<file path="config.mk">
export PLATFORM = sky130hd
export DESIGN_NAME = hand_bus_master
export DESIGN_NICKNAME = d
export VERILOG_FILES = /design/src/design/hand_bus_pkg.sv /design/src/design/uart_rx.sv /design/src/design/uart_tx.sv /design/src/design/status_frame_receiver.sv /design/src/design/poll_sequencer.sv /design/src/design/frame_transmitter.sv /design/src/design/hand_bus_master.sv
export VERILOG_INCLUDE_DIRS = /design/src /design/src/design
export SDC_FILE = /design/constraint.sdc
export NUM_CORES = 1
export LEC_CHECK = 0
export CORE_MARGIN = 2
export CORE_UTILIZATION = 44
export DETAILED_ROUTE_END_ITERATION = 12
export DONT_BUFFER_PORTS = 1
export PLACE_DENSITY = 0.63
export SYNTH_ARGS = -nofsm -noshare
export SYNTH_HDL_FRONTEND = slang
export SYNTH_SLANG_ARGS = --single-unit
</file>
<file path="constraint.sdc">
create_clock -name clk -period 9.3 [get_ports clk]
set_clock_uncertainty 0.05 [all_clocks]
set_input_delay 0.93 -clock clk [delete_from_list [all_inputs] [get_ports clk]]
set_output_delay 0.93 -clock clk [all_outputs]
set_load 0.03 [all_outputs]
</file>
<file path="src/design/hand_bus_config.svh">
`ifndef HAND_BUS_CONFIG_SVH
`define HAND_BUS_CONFIG_SVH

// frame headers, sent high byte first
`define HB_REQUEST_HEADER 32'hABADBABE
`define HB_RESPONSE_HEADER 32'hB000B135
`define HB_COMMAND_HEADER 32'hB105F00D

`define HB_HEADER_LEN 4
`define HB_REQUEST_LEN 7
`define HB_COMMAND_LEN 15
`define HB_RESPONSE_LEN 32
`define HB_JOINTS 4

`define HB_CLKS_PER_BIT 8
`define HB_POLL_INTERVAL 8000     // cycles per round
`define HB_RESPONSE_TIMEOUT 4000
`define HB_CRC_INIT 16'hFFFF

`endif

</file>
<file path="src/design/hand_bus_pkg.sv">
`default_nettype none
`include "hand_bus_config.svh"

package hand_bus_pkg;

	typedef logic signed [15:0] joint_word_t;
	typedef joint_word_t [`HB_JOINTS-1:0] joint_array_t;   // joint 0 in low slot

	typedef enum logic [2:0] {
		LINK_NONE,
		LINK_OK,
		LINK_CRC_ERROR,
		LINK_ID_ERROR,
		LINK_TIMEOUT
	} link_status_t;

	typedef enum logic {FRAME_REQUEST, FRAME_COMMAND} frame_kind_t;

	// ccitt poly 0x1021, msb first
	function automatic logic [15:0] crc16_step(input logic [15:0] crc, input logic [7:0] data);
		logic [15:0] c;
		logic fb;
		int i;
		c = crc;
		for (i = 7; i >= 0; i--) begin
			fb = c[15] ^ data[i];
			c = {c[14:0], 1'b0};
			if (fb)
				c = c ^ 16'h1021;
		end
		return c;
	endfunction

endpackage

`default_nettype wire

</file>
<file path="src/design/uart_rx.sv">
`timescale 1ns/1ps
`default_nettype none
`include "hand_bus_config.svh"

module uart_rx (
	input wire clk,
	input wire reset,
	input wire rx,
	output logic byte_valid,
	output logic [7:0] data
);
	localparam int CNT_W = $clog2(`HB_CLKS_PER_BIT);

	typedef enum logic [1:0] {RX_IDLE, RX_START, RX_DATA, RX_STOP} rx_state_t;

	rx_state_t state;
	logic rx_meta;
	logic rx_sync;
	logic [CNT_W-1:0] clk_cnt;
	logic [2:0] bit_idx;
	logic [7:0] shift;
	logic bit_end;

	assign bit_end = clk_cnt == CNT_W'(`HB_CLKS_PER_BIT - 1);
	assign data = shift;   // stable until next data bit

	always_ff @(posedge clk or posedge reset) begin
		if (reset) begin
			rx_meta <= 1'b1;
			rx_sync <= 1'b1;
			state <= RX_IDLE;
			clk_cnt <= '0;
			bit_idx <= '0;
			byte_valid <= 1'b0;
		end else begin
			rx_meta <= rx;
			rx_sync <= rx_meta;
			byte_valid <= 1'b0;
			clk_cnt <= clk_cnt + 1'b1;
			case (state)
				RX_IDLE: begin
					clk_cnt <= '0;
					if (!rx_sync)
						state <= RX_START;
				end
				RX_START: begin
					if (clk_cnt == CNT_W'(`HB_CLKS_PER_BIT / 2 - 1)) begin   // mid start bit
						clk_cnt <= '0;
						bit_idx <= '0;
						state <= rx_sync ? RX_IDLE : RX_DATA;
					end
				end
				RX_DATA: begin
					if (bit_end) begin
						clk_cnt <= '0;
						bit_idx <= bit_idx + 1'b1;
						if (bit_idx == 3'd7)
							state <= RX_STOP;
					end
				end
				default: begin
					if (bit_end) begin
						byte_valid <= rx_sync;   // low stop bit drops the byte
						state <= RX_IDLE;
					end
				end
			endcase
		end
	end

	always_ff @(posedge clk) begin
		if (state == RX_DATA && bit_end)
			shift <= {rx_sync, shift[7:1]};   // lsb first
	end

endmodule

`default_nettype wire

</file>
<file path="src/design/uart_tx.sv">
`timescale 1ns/1ps
`default_nettype none
`include "hand_bus_config.svh"

module uart_tx (
	input wire clk,
	input wire reset,
	input wire start,
	input wire [7:0] data,
	output logic tx,
	output logic busy,
	output logic done
);
	localparam int CNT_W = $clog2(`HB_CLKS_PER_BIT);

	logic [CNT_W-1:0] clk_cnt;
	logic [3:0] bit_idx;
	logic [9:0] frame;
	logic bit_end;

	assign bit_end = clk_cnt == CNT_W'(`HB_CLKS_PER_BIT - 1);
	assign tx = busy ? frame[0] : 1'b1;

	always_ff @(posedge clk or posedge reset) begin
		if (reset) begin
			busy <= 1'b0;
			done <= 1'b0;
			clk_cnt <= '0;
			bit_idx <= '0;
		end else begin
			done <= 1'b0;
			if (!busy) begin
				if (start) begin
					busy <= 1'b1;
					clk_cnt <= '0;
					bit_idx <= '0;
				end
			end else if (bit_end) begin
				clk_cnt <= '0;
				if (bit_idx == 4'd9) begin   // end of stop bit
					busy <= 1'b0;
					done <= 1'b1;
				end else begin
					bit_idx <= bit_idx + 1'b1;
				end
			end else begin
				clk_cnt <= clk_cnt + 1'b1;
			end
		end
	end

	always_ff @(posedge clk) begin
		if (!busy && start)
			frame <= {1'b1, data, 1'b0};
		else if (busy && bit_end)
			frame <= {1'b1, frame[9:1]};
	end

endmodule

`default_nettype wire

</file>
<file path="src/design/status_frame_receiver.sv">
`timescale 1ns/1ps
`default_nettype none
`include "hand_bus_config.svh"

module status_frame_receiver (
	input wire clk,
	input wire reset,
	input wire byte_valid,
	input wire [7:0] data,
	input wire listen,
	input wire [7:0] hand_id,
	input wire hand_bus_pkg::joint_array_t setpoint,
	output logic result_valid,
	output hand_bus_pkg::link_status_t result,
	output logic setpoint_mismatch,
	output hand_bus_pkg::joint_array_t position,
	output hand_bus_pkg::joint_array_t current
);
	localparam int BODY_BYTES = `HB_RESPONSE_LEN - `HB_HEADER_LEN;
	// top bit of each field inside the body shift register
	localparam int ECHO_TOP = 8 * (`HB_RESPONSE_LEN - 7) + 7;
	localparam int POS_TOP = 8 * (`HB_RESPONSE_LEN - 15) + 7;
	localparam int CUR_TOP = 8 * (`HB_RESPONSE_LEN - 23) + 7;

	logic [31:0] window;
	logic fresh;
	logic collecting;
	logic frame_end;
	logic header_match;
	logic [4:0] byte_idx;
	logic [15:0] crc;
	logic [8*BODY_BYTES-1:0] body;
	hand_bus_pkg::joint_array_t rx_echo;
	hand_bus_pkg::joint_array_t rx_position;
	hand_bus_pkg::joint_array_t rx_current;

	assign header_match = fresh && !collecting && window == `HB_RESPONSE_HEADER;

	always_comb begin
		int j;
		for (j = 0; j < `HB_JOINTS; j++) begin
			rx_echo[j] = body[ECHO_TOP - 16*j -: 16];
			rx_position[j] = body[POS_TOP - 16*j -: 16];
			rx_current[j] = body[CUR_TOP - 16*j -: 16];
		end
	end

	always_ff @(posedge clk or posedge reset) begin
		if (reset) begin
			window <= '0;
			fresh <= 1'b0;
			collecting <= 1'b0;
			frame_end <= 1'b0;
			byte_idx <= '0;
			crc <= `HB_CRC_INIT;
			result_valid <= 1'b0;
			result <= hand_bus_pkg::LINK_NONE;
			setpoint_mismatch <= 1'b0;
			position <= '0;
			current <= '0;
		end else begin
			fresh <= byte_valid;
			frame_end <= 1'b0;
			result_valid <= 1'b0;
			if (byte_valid)
				window <= {window[23:0], data};
			if (!listen) begin
				collecting <= 1'b0;   // partial frame dropped
			end else if (header_match) begin
				collecting <= 1'b1;
				byte_idx <= 5'(`HB_HEADER_LEN);
				crc <= `HB_CRC_INIT;
			end else if (collecting && byte_valid) begin
				byte_idx <= byte_idx + 1'b1;
				if (byte_idx < 5'(`HB_RESPONSE_LEN - 2))
					crc <= hand_bus_pkg::crc16_step(crc, data);
				if (byte_idx == 5'(`HB_RESPONSE_LEN - 1)) begin
					collecting <= 1'b0;
					frame_end <= 1'b1;
				end
			end
			if (frame_end && listen) begin
				result_valid <= 1'b1;
				setpoint_mismatch <= rx_echo != setpoint;
				if (body[15:0] != crc) begin
					result <= hand_bus_pkg::LINK_CRC_ERROR;
				end else if (body[8*BODY_BYTES-1 -: 8] != hand_id) begin
					result <= hand_bus_pkg::LINK_ID_ERROR;
				end else begin
					result <= hand_bus_pkg::LINK_OK;
					position <= rx_position;
					current <= rx_current;
				end
			end
		end
	end

	always_ff @(posedge clk) begin
		if (collecting && byte_valid)
			body <= {body[8*BODY_BYTES-9:0], data};   // byte 4 ends up on top
	end

endmodule

`default_nettype wire

</file>
<file path="src/design/poll_sequencer.sv">
`timescale 1ns/1ps
`default_nettype none
`include "hand_bus_config.svh"

module poll_sequencer (
	input wire clk,
	input wire reset,
	input wire frame_done,
	input wire result_valid,
	input wire hand_bus_pkg::link_status_t result,
	input wire setpoint_mismatch,
	output logic send,
	output hand_bus_pkg::frame_kind_t frame_kind,
	output logic listen,
	output hand_bus_pkg::link_status_t link_status,
	output logic status_valid
);
	localparam int INTERVAL_W = $clog2(`HB_POLL_INTERVAL);
	localparam int TIMEOUT_W = $clog2(`HB_RESPONSE_TIMEOUT);

	typedef enum logic [1:0] {SEQ_IDLE, SEQ_REQUEST, SEQ_LISTEN, SEQ_COMMAND} seq_state_t;

	seq_state_t state;
	logic [INTERVAL_W-1:0] interval_cnt;
	logic [TIMEOUT_W-1:0] wait_cnt;
	logic tick;
	logic round_pending;   // interval elapsed while busy

	assign tick = interval_cnt == INTERVAL_W'(`HB_POLL_INTERVAL - 1);

	always_ff @(posedge clk or posedge reset) begin
		if (reset) begin
			state <= SEQ_IDLE;
			interval_cnt <= '0;
			wait_cnt <= '0;
			round_pending <= 1'b0;
			send <= 1'b0;
			frame_kind <= hand_bus_pkg::FRAME_REQUEST;
			listen <= 1'b0;
			link_status <= hand_bus_pkg::LINK_NONE;
			status_valid <= 1'b0;
		end else begin
			send <= 1'b0;
			status_valid <= 1'b0;
			interval_cnt <= tick ? '0 : interval_cnt + 1'b1;
			if (tick)
				round_pending <= 1'b1;
			case (state)
				SEQ_IDLE: begin
					if (tick || round_pending) begin
						round_pending <= 1'b0;
						send <= 1'b1;
						frame_kind <= hand_bus_pkg::FRAME_REQUEST;
						state <= SEQ_REQUEST;
					end
				end
				SEQ_REQUEST: begin
					if (frame_done) begin
						listen <= 1'b1;
						wait_cnt <= '0;
						state <= SEQ_LISTEN;
					end
				end
				SEQ_LISTEN: begin
					if (result_valid) begin
						listen <= 1'b0;
						status_valid <= 1'b1;
						link_status <= result;
						state <= SEQ_IDLE;
						if (result == hand_bus_pkg::LINK_OK && setpoint_mismatch) begin
							send <= 1'b1;   // hand needs new setpoints
							frame_kind <= hand_bus_pkg::FRAME_COMMAND;
							state <= SEQ_COMMAND;
						end
					end else if (wait_cnt == TIMEOUT_W'(`HB_RESPONSE_TIMEOUT - 1)) begin
						listen <= 1'b0;
						status_valid <= 1'b1;
						link_status <= hand_bus_pkg::LINK_TIMEOUT;
						state <= SEQ_IDLE;
					end else begin
						wait_cnt <= wait_cnt + 1'b1;
					end
				end
				default: begin
					if (frame_done)
						state <= SEQ_IDLE;
				end
			endcase
		end
	end

endmodule

`default_nettype wire

</file>
<file path="src/design/frame_transmitter.sv">
`timescale 1ns/1ps
`default_nettype none
`include "hand_bus_config.svh"

module frame_transmitter (
	input wire clk,
	input wire reset,
	input wire send,
	input wire hand_bus_pkg::frame_kind_t frame_kind,
	input wire [7:0] hand_id,
	input wire hand_bus_pkg::joint_array_t setpoint,
	output logic tx_start,
	output logic [7:0] tx_data,
	input wire tx_done,
	output logic tx_enable,
	output logic frame_done
);
	hand_bus_pkg::frame_kind_t kind_q;
	logic [7:0] id_q;
	hand_bus_pkg::joint_array_t setpoint_q;
	hand_bus_pkg::joint_word_t sp_word;
	logic [3:0] byte_idx;   // next byte to launch
	logic [3:0] frame_len;
	logic [3:0] sp_off;
	logic [15:0] crc;
	logic [31:0] header;
	logic first_q;
	logic active;

	assign frame_len = (kind_q == hand_bus_pkg::FRAME_REQUEST) ?
		4'(`HB_REQUEST_LEN) : 4'(`HB_COMMAND_LEN);
	assign header = (kind_q == hand_bus_pkg::FRAME_REQUEST) ?
		`HB_REQUEST_HEADER : `HB_COMMAND_HEADER;
	assign sp_off = byte_idx - 4'd5;
	assign sp_word = setpoint_q[sp_off[2:1]];
	assign tx_start = first_q || (tx_done && active && byte_idx != frame_len);
	assign frame_done = tx_done && active && byte_idx == frame_len;
	assign tx_enable = active;

	always_comb begin
		if (byte_idx < 4'd4)
			tx_data = header[31 - 8*byte_idx[1:0] -: 8];
		else if (byte_idx == 4'd4)
			tx_data = id_q;
		else if (byte_idx == frame_len - 4'd2)
			tx_data = crc[15:8];
		else if (byte_idx == frame_len - 4'd1)
			tx_data = crc[7:0];
		else
			tx_data = sp_off[0] ? sp_word[7:0] : sp_word[15:8];   // high byte first
	end

	always_ff @(posedge clk or posedge reset) begin
		if (reset) begin
			kind_q <= hand_bus_pkg::FRAME_REQUEST;
			byte_idx <= '0;
			crc <= `HB_CRC_INIT;
			first_q <= 1'b0;
			active <= 1'b0;
		end else begin
			first_q <= 1'b0;
			if (send && !active) begin
				kind_q <= frame_kind;
				byte_idx <= '0;
				crc <= `HB_CRC_INIT;
				first_q <= 1'b1;
				active <= 1'b1;
			end else if (frame_done) begin
				active <= 1'b0;
			end
			if (tx_start) begin
				byte_idx <= byte_idx + 1'b1;
				// crc covers id up to the byte before the crc
				if (byte_idx >= 4'd4 && byte_idx < frame_len - 4'd2)
					crc <= hand_bus_pkg::crc16_step(crc, tx_data);
			end
		end
	end

	always_ff @(posedge clk) begin
		if (send && !active) begin
			id_q <= hand_id;
			setpoint_q <= setpoint;
		end
	end

endmodule

`default_nettype wire

</file>
<file path="src/design/hand_bus_master.sv">
`timescale 1ns/1ps
`default_nettype none

module hand_bus_master (
	input wire clk,
	input wire reset,
	input wire rx,
	output wire tx,
	output wire tx_enable,
	input wire [7:0] hand_id,
	input wire hand_bus_pkg::joint_array_t setpoint,
	output wire hand_bus_pkg::joint_array_t position,
	output wire hand_bus_pkg::joint_array_t current,
	output hand_bus_pkg::link_status_t link_status,
	output wire status_valid
);
	logic rx_valid;
	logic [7:0] rx_data;
	logic result_valid;
	hand_bus_pkg::link_status_t result;
	logic setpoint_mismatch;
	logic send;
	hand_bus_pkg::frame_kind_t frame_kind;
	logic listen;
	logic frame_done;
	logic tx_start;
	logic [7:0] tx_data;
	logic tx_done;

	// receive side
	uart_rx u_rx (.clk, .reset, .rx, .byte_valid(rx_valid), .data(rx_data));

	status_frame_receiver u_receiver (
		.clk, .reset, .byte_valid(rx_valid), .data(rx_data), .listen, .hand_id, .setpoint,
		.result_valid, .result, .setpoint_mismatch, .position, .current
	);

	poll_sequencer u_sequencer (
		.clk, .reset, .frame_done, .result_valid, .result, .setpoint_mismatch,
		.send, .frame_kind, .listen, .link_status, .status_valid
	);

	// transmit side
	frame_transmitter u_transmitter (
		.clk, .reset, .send, .frame_kind, .hand_id, .setpoint,
		.tx_start, .tx_data, .tx_done, .tx_enable, .frame_done
	);

	uart_tx u_tx (
		.clk, .reset, .start(tx_start), .data(tx_data), .tx, .busy(), .done(tx_done)
	);

endmodule

`default_nettype wire

</file>
Word-level counts from Yosys, hierarchy flattened
Index checks and enable logic that the tools add are counted.
- flip-flop bits (word level): 580
- add/sub/neg operators: 12
- order comparisons: 5
- eq/ne operators: 37
- shift-type cells: 1
- multiplexer cells: 155
- bitwise operators: 34
- reductions and logical operators: 45
- operator list (cell ; number):
    16-bit two-way mux ; 49
    13-bit two-way mux ; 17
    64-bit inequality test ; 1
    3-bit inverter ; 16
    8-bit two-way mux ; 5
    39-bit by 33-bit variable part select with 8-bit output ; 1
    1-bit two-way mux ; 37
    12-bit two-way mux ; 3
    16-bit binary-select mux with 2-bit select ; 1
    32-bit equality test, second input constant ; 1
    3-bit two-way mux ; 10
    29-bit two-way mux ; 1
    4-bit two-way mux ; 7
    2-bit two-way mux ; 13
    12-bit case mux with 2 select lines ; 1
    2-bit nonzero test ; 10
    9-bit two-way mux ; 2
    16-bit inequality test ; 1
    1-bit XOR ; 16
    3-bit AND reduction ; 5
    2-bit inequality test, second input constant ; 7
    13-bit by 1-bit adder with 13-bit output, second input constant ; 1
    13-bit equality test, second input constant ; 1
    1-bit logical AND ; 13
    42 further kinds ; 70

Logic depth before layout (Yosys ltp)
- depth after elaboration: 47
- depth in mapped cells: 14
- depth with buffers taken out: 10

By module
Synthesis repeated with hierarchy kept, for this count alone.
- cells, all modules: 1547
- area, all modules: 23523.8 sq um
- modules (own cells, without submodules) (module ; times used ; cells an instance ; area each (sq um)):
    status_frame_receiver ; 1 ; 814 ; 15097.0
    frame_transmitter ; 1 ; 410 ; 4933.5
    poll_sequencer ; 1 ; 169 ; 1749.2
    uart_tx ; 1 ; 93 ; 920.9
    uart_rx ; 1 ; 61 ; 823.3

Worst setup path before layout
OpenSTA, ideal clock, no wires.
- path kind: register to register
- start point: reg u_rx.byte_valid
- end point: reg u_receiver.body[0] (enable)
- library setup time: 0.613 ns
- data arrival time: 6.078 ns
- setup slack: 2.558 ns
- stages on the path, launching flop included: 4
- path buffers: 2
- cell sequence: dfrtp_1 -> clkbuf_1 -> buf_1 -> and2_1
- cells in the longest elaborated chain, start to end: 1
- RTL lines (element ; RTL line ; source):
    start, declared ; uart_rx.sv:9 ; output logic byte_valid,
    start signal, assigned ; uart_rx.sv:63 ; byte_valid <= rx_sync;
    1-bit logical AND ; status_frame_receiver.sv:99 ; if (collecting && byte_valid)
    end signal, assigned ; status_frame_receiver.sv:100 ; body <= {body[8*BODY_BYTES-9:0], data};
    end, declared ; status_frame_receiver.sv:32 ; logic [8*BODY_BYTES-1:0] body;
Every way passes these cells.
A chain may end at the register's enable or synchronous reset.

Worst setup path after layout
- start point: reg u_transmitter.byte_idx[0]
- end point: reg u_transmitter.crc[7]
- cells in the longest elaborated chain, start to end: 34
- elaborated cells on any way between the ends: 48
- those cells by class: add/sub: 2; order compare: 3; eq/ne: 4; shift: 1; mux: 31; bitwise: 4; reduce/logical: 3
- RTL lines (element ; RTL line ; source):
    start, declared ; frame_transmitter.sv:22 ; logic [3:0] byte_idx;
    start signal, assigned ; frame_transmitter.sv:72 ; byte_idx <= byte_idx + 1'b1;
    3-bit subtractor ; frame_transmitter.sv:34 ; assign sp_off = byte_idx - 4'd5;
    16-bit binary-select mux with 2-bit select ; frame_transmitter.sv:35 ; assign sp_word = setpoint_q[sp_off[2:1]];
    16-bit two-way mux (implied by the code) ; frame_transmitter.sv:35 ;
    8-bit two-way mux ; frame_transmitter.sv:50 ; tx_data = sp_off[0] ? sp_word[7:0] : sp_word[15:8];
    8-bit two-way mux ; frame_transmitter.sv:47 ; else if (byte_idx == frame_len - 4'd1)
    8-bit two-way mux ; frame_transmitter.sv:45 ; else if (byte_idx == frame_len - 4'd2)
    8-bit two-way mux ; frame_transmitter.sv:43 ; else if (byte_idx == 4'd4)
    8-bit two-way mux ; frame_transmitter.sv:41 ; if (byte_idx < 4'd4)
    [18 not listed] ; - ;
    16-bit two-way mux ; frame_transmitter.sv:74 ; if (byte_idx >= 4'd4 && byte_idx < frame_len - 4'd2)
    16-bit two-way mux ; frame_transmitter.sv:71 ; if (tx_start) begin
    13-bit two-way mux ; hand_bus_pkg.sv:28 ; if (fb)
    16-bit two-way mux ; frame_transmitter.sv:74 ;
    16-bit two-way mux ; frame_transmitter.sv:71 ;
    13-bit two-way mux ; hand_bus_pkg.sv:28 ;
    16-bit two-way mux ; frame_transmitter.sv:74 ;
    16-bit two-way mux (*) ; frame_transmitter.sv:71 ;
    end signal, assigned ; frame_transmitter.sv:57 ; crc <= `HB_CRC_INIT;
    end signal, assigned ; frame_transmitter.sv:65 ; crc <= `HB_CRC_INIT;
    end signal, assigned ; frame_transmitter.sv:75 ; crc <= hand_bus_pkg::crc16_step(crc, tx_data);
    end, declared ; frame_transmitter.sv:25 ; logic [15:0] crc;
Every way passes the cells marked *; elsewhere a longest branch is shown, timed or not. The select of a mux whose other input is x is not followed.

==> impl_metrics.csv <==
group,metric,value,unit
run_status,status,"complete, no violations",
clocking,numCtsBuffers,61,
worst_setup_path,r2r-start,"u_transmitter.byte_idx[0]$_DFFE_PP0P_",
clocking,cts_max_path_buffers,3,
yosys,synth-warning-count,0,
pwr,power_frac_comb,0.024,
placement,place.gp.congestion,0.839,
routing,dr.first_iter.drc_count,917,
clocking,cts_setup_buffers,0,
yosys,ys_seq_area_frac,0.692,
timing,final-hold-violation-count,0,
yosys,ys_top_cells_by_area,"edfxtp_1 40%, dfrtp_1 25%, mux2_2 7.9%",
clocking,cts.htree.levels,2,
worst_setup_path,required,9.80,ns
worst_setup_path,startpoint_type,"register",
routing,dr.pass1.iters,7,
yosys,synthArstFlopShare,0.459,
routing,wl_per_cell,22.4,um
global_routing,antenna_found_initial,1,
placement,hpwl,34600,um
hold_path,min_path_type,"in2async",
routing,via_per_inst,5.48,
worst_setup_path,cp_max_fo,19,
pwr,p_leak,10.2,nW
yosys,synth.net_count,1624,
routing,finalWirelength,51200,um
yosys,netlist_area,23200,um2
yosys,synth-edff-count,312,
timing,relSlewSlack,0.251,
floorplanning,row_count,84,
cells_and_area,final_nets,1647,
timing,clock.fmax,223,MHz
timing,setup_tns,0,ns
timing,period_share,0.482,
floorplanning,core,52300,um2
global_routing,grt_pass1_wl,78000,um
placement,portBuffers,0,
cells_and_area,most-common-layout-cells,"312 x edfxtp_1, 232 x dfrtp_1, 164 x mux2_2, 74 x xnor2_1, 71 x nand2_1",
flow_run,cap_violations,0,
worst_setup_path,reg2reg_depth,10,
yosys,avgSynthCellArea,15.3,um2
worst_setup_path,cp_slowest_cell,"dfrtp_1",
pwr,ir_drop,149,uV
routing,drc,0,
cells_and_area,final_common_cell,"edfxtp_1",
timing,worst_pin_slew,1.12,ns
global_routing,overflow,0,
worst_setup_path,cpMostUsedCell,"inv_1",
floorplanning,ioPinCount,209,
floorplanning,die_w,234,um
worst_setup_path,crit_family,"compound AO/OA/AOI/OAI gates",
timing,rsz0062_at_grt,"false",
worst_setup_path,worstPathCellList,"inv_1 -> ha_1 -> inv_1 -> mux4_2 -> o21ai_0 -> nor2_1 -> o311ai_2 -> xnor3_1 -> xor2_1 -> a21oi_1",
clocking,cts-resized-gates,0,
global_routing,grt_pass1_vias,12716,
placement,placed_cells,2168,
pwr,clkPwrFrac,0.464,
cells_and_area,finish.utilization,0.497,
timing,fin_crit,4.48,ns
yosys,synth.top_cell.area_share,0.403,
floorplanning,die_y,234,um
pwr,switchingPower,1.11,mW
pwr,switching_share,0.209,
cells_and_area,area_delta_synth_final,12.0,%
cells_and_area,drive_gt1_frac,0.207,
clocking,holdBufCountCts,0,
worst_setup_path,r2r_setup_slack,4.82,ns
yosys,synth_cells,1520,
timing,slew_violations,0,
clocking,path_clk_slew,0.06,ns
yosys,ys_types,89,
timing,fin_hold_ws,0.219,ns
clocking,cts-root-buf,"clkbuf_16",
yosys,yosys.area.top_type,"edfxtp_1",
cells_and_area,layout.cells.non_filler,2286,
floorplanning,initial_core_util,0.444,
clocking,clk_latency,0.64,ns
worst_setup_path,critPathBufInv,2,
worst_setup_path,arrival,4.98,ns
worst_setup_path,worst-setup-path-type,"reg2reg",
clocking,cts.sinks,579,
cells_and_area,nFillCells,4401,
pwr,power_frac_seq,0.512,
worst_setup_path,end_kind,"register",
clocking,cts_tree,"yes",
global_routing,grt_start_max_net_pins,165,
global_routing,grt_usage,0.189,
pwr,intPower,4.21,mW
worst_setup_path,r2r_end,"u_transmitter.crc[7]$_DFF_PP1_",
yosys,synth_ff_type,"edfxtp_1",
routing,vias,12526,
timing,setup_viol,0,
yosys,synth_seq_cells,579,
pwr,powerDensity,205,nW/um2
floorplanning,dieArea,54700,um2
worst_setup_path,critical_path.max_stage_delay,0.74,ns
routing,antenna_left,0,
-- power by group through the flow --
stage / combinational [mW] / clock (mW) / sequential [mW]
6_report: 0.127 / 2.47 / 2.73
5_1_grt: 0.145 / 2.64 / 2.73
4_1_cts: 0.132 / 2.54 / 2.73
3_5_place_dp: 0.131 / 0 / 2.78
3_3_place_gp: 0.125 / 0 / 2.78
2_1_floorplan: 0.0996 / 0 / 2.77
-- layout make-up --
| type | instances | area (um2) | area share |
|---|---|---|---|
| Antenna cell | 2 | 5.00 | 0.000192 |
| Clock buffer | 84 | 1670 | 0.0640 |
| Clock inverter | 32 | 387 | 0.0149 |
| Inverter | 35 | 140 | 0.00539 |
| Multi-Input combinational cell | 856 | 6780 | 0.261 |
| Sequential cell | 579 | 16100 | 0.618 |
| Tap cell | 688 | 861 | 0.0331 |
| Timing Repair Buffer | 10 | 87.6 | 0.00337 |
-- synthesized netlist by cell type, drive strengths merged, types with 6 or more instances --
cell	instances
a21o	6
mux4	11
nor2	65
nor2b	10
nand2	71
nor4	17
dfrtp	232
nand2b	9
buf	24
inv	34
xor2	59
and2	12
edfxtp	312
a21oi	50
o21ai	50
and3	15
dfstp	34
nand3	30
xnor2	76
nor3	29
clkbuf	26
or3	8
nand4	22
a22o	6
o31ai	6
ha	29
mux2	166
mux2i	15
-- cells by family after synthesis --
group / after synthesis / synth area share
DFF: 579 / 0.692
and+or+nand+nor: 313 / 0.0698
muxes: 192 / 0.0977
AOI/OAI and AO/OA: 183 / 0.0520
xor gates and xnor gates: 139 / 0.0562
buffers and inverters: 85 / 0.0162
adders and majority gates: 29 / 0.0156
-- per-stage QoR --
stage          setup WS (ns)  area, um2  total power, mW
2_1_floorplan           1.05      23200             2.87
3_3_place_gp            5.00      24000             2.90
3_5_place_dp            4.84      24000             2.91
4_1_cts                 4.84      26000             5.40
5_1_grt                 4.52      26000             5.51
6_report                4.82      26000             5.33
-- per-layer routing --
layer,global-route usage,wire [um],vias to the layer above
met5,0,0,-
met4,0.0621,1320,0
met3,0.0571,4200,87
met2,0.303,24500,361
met1,0.246,21100,6413
li1,-,-,5665
-- state kept, by name, indices dropped and copies added (netlist names), 4 cells and up --
register,cells
u_transmitter.crc,16
u_tx.bit_idx,4
u_receiver.body,224
u_rx.data,8
u_tx.frame,9
u_transmitter.setpoint_q,64
u_sequencer.interval_cnt,13
u_receiver.window,32
u_sequencer.wait_cnt,12
u_receiver.position,64
u_transmitter.id_q,8
u_receiver.byte_idx,5
u_receiver.current,64
u_transmitter.byte_idx,4
u_receiver.crc,16
-- worst max-delay path by stage --
| stage | from | to | slack, ns | cells past startpoint |
|---|---|---|---|---|
| after floorplan | reset | u_receiver.byte_idx[0]$_DFFE_PP0P_ | 1.05 | 1 |
| after global placement | u_transmitter.byte_idx[0]$_DFFE_PP0P_ | u_transmitter.crc[7]$_DFF_PP1_ | 5.00 | 10 |
| after detailed placement | u_transmitter.byte_idx[0]$_DFFE_PP0P_ | u_transmitter.crc[7]$_DFF_PP1_ | 4.84 | 10 |
| after CTS | u_transmitter.byte_idx[0]$_DFFE_PP0P_ | u_transmitter.crc[7]$_DFF_PP1_ | 4.84 | 10 |
| after global routing | u_transmitter.byte_idx[0]$_DFFE_PP0P_ | u_transmitter.crc[7]$_DFF_PP1_ | 4.52 | 10 |
| final | u_transmitter.byte_idx[0]$_DFFE_PP0P_ | u_transmitter.crc[7]$_DFF_PP1_ | 4.82 | 10 |
(Power assumes the default switching activity.)
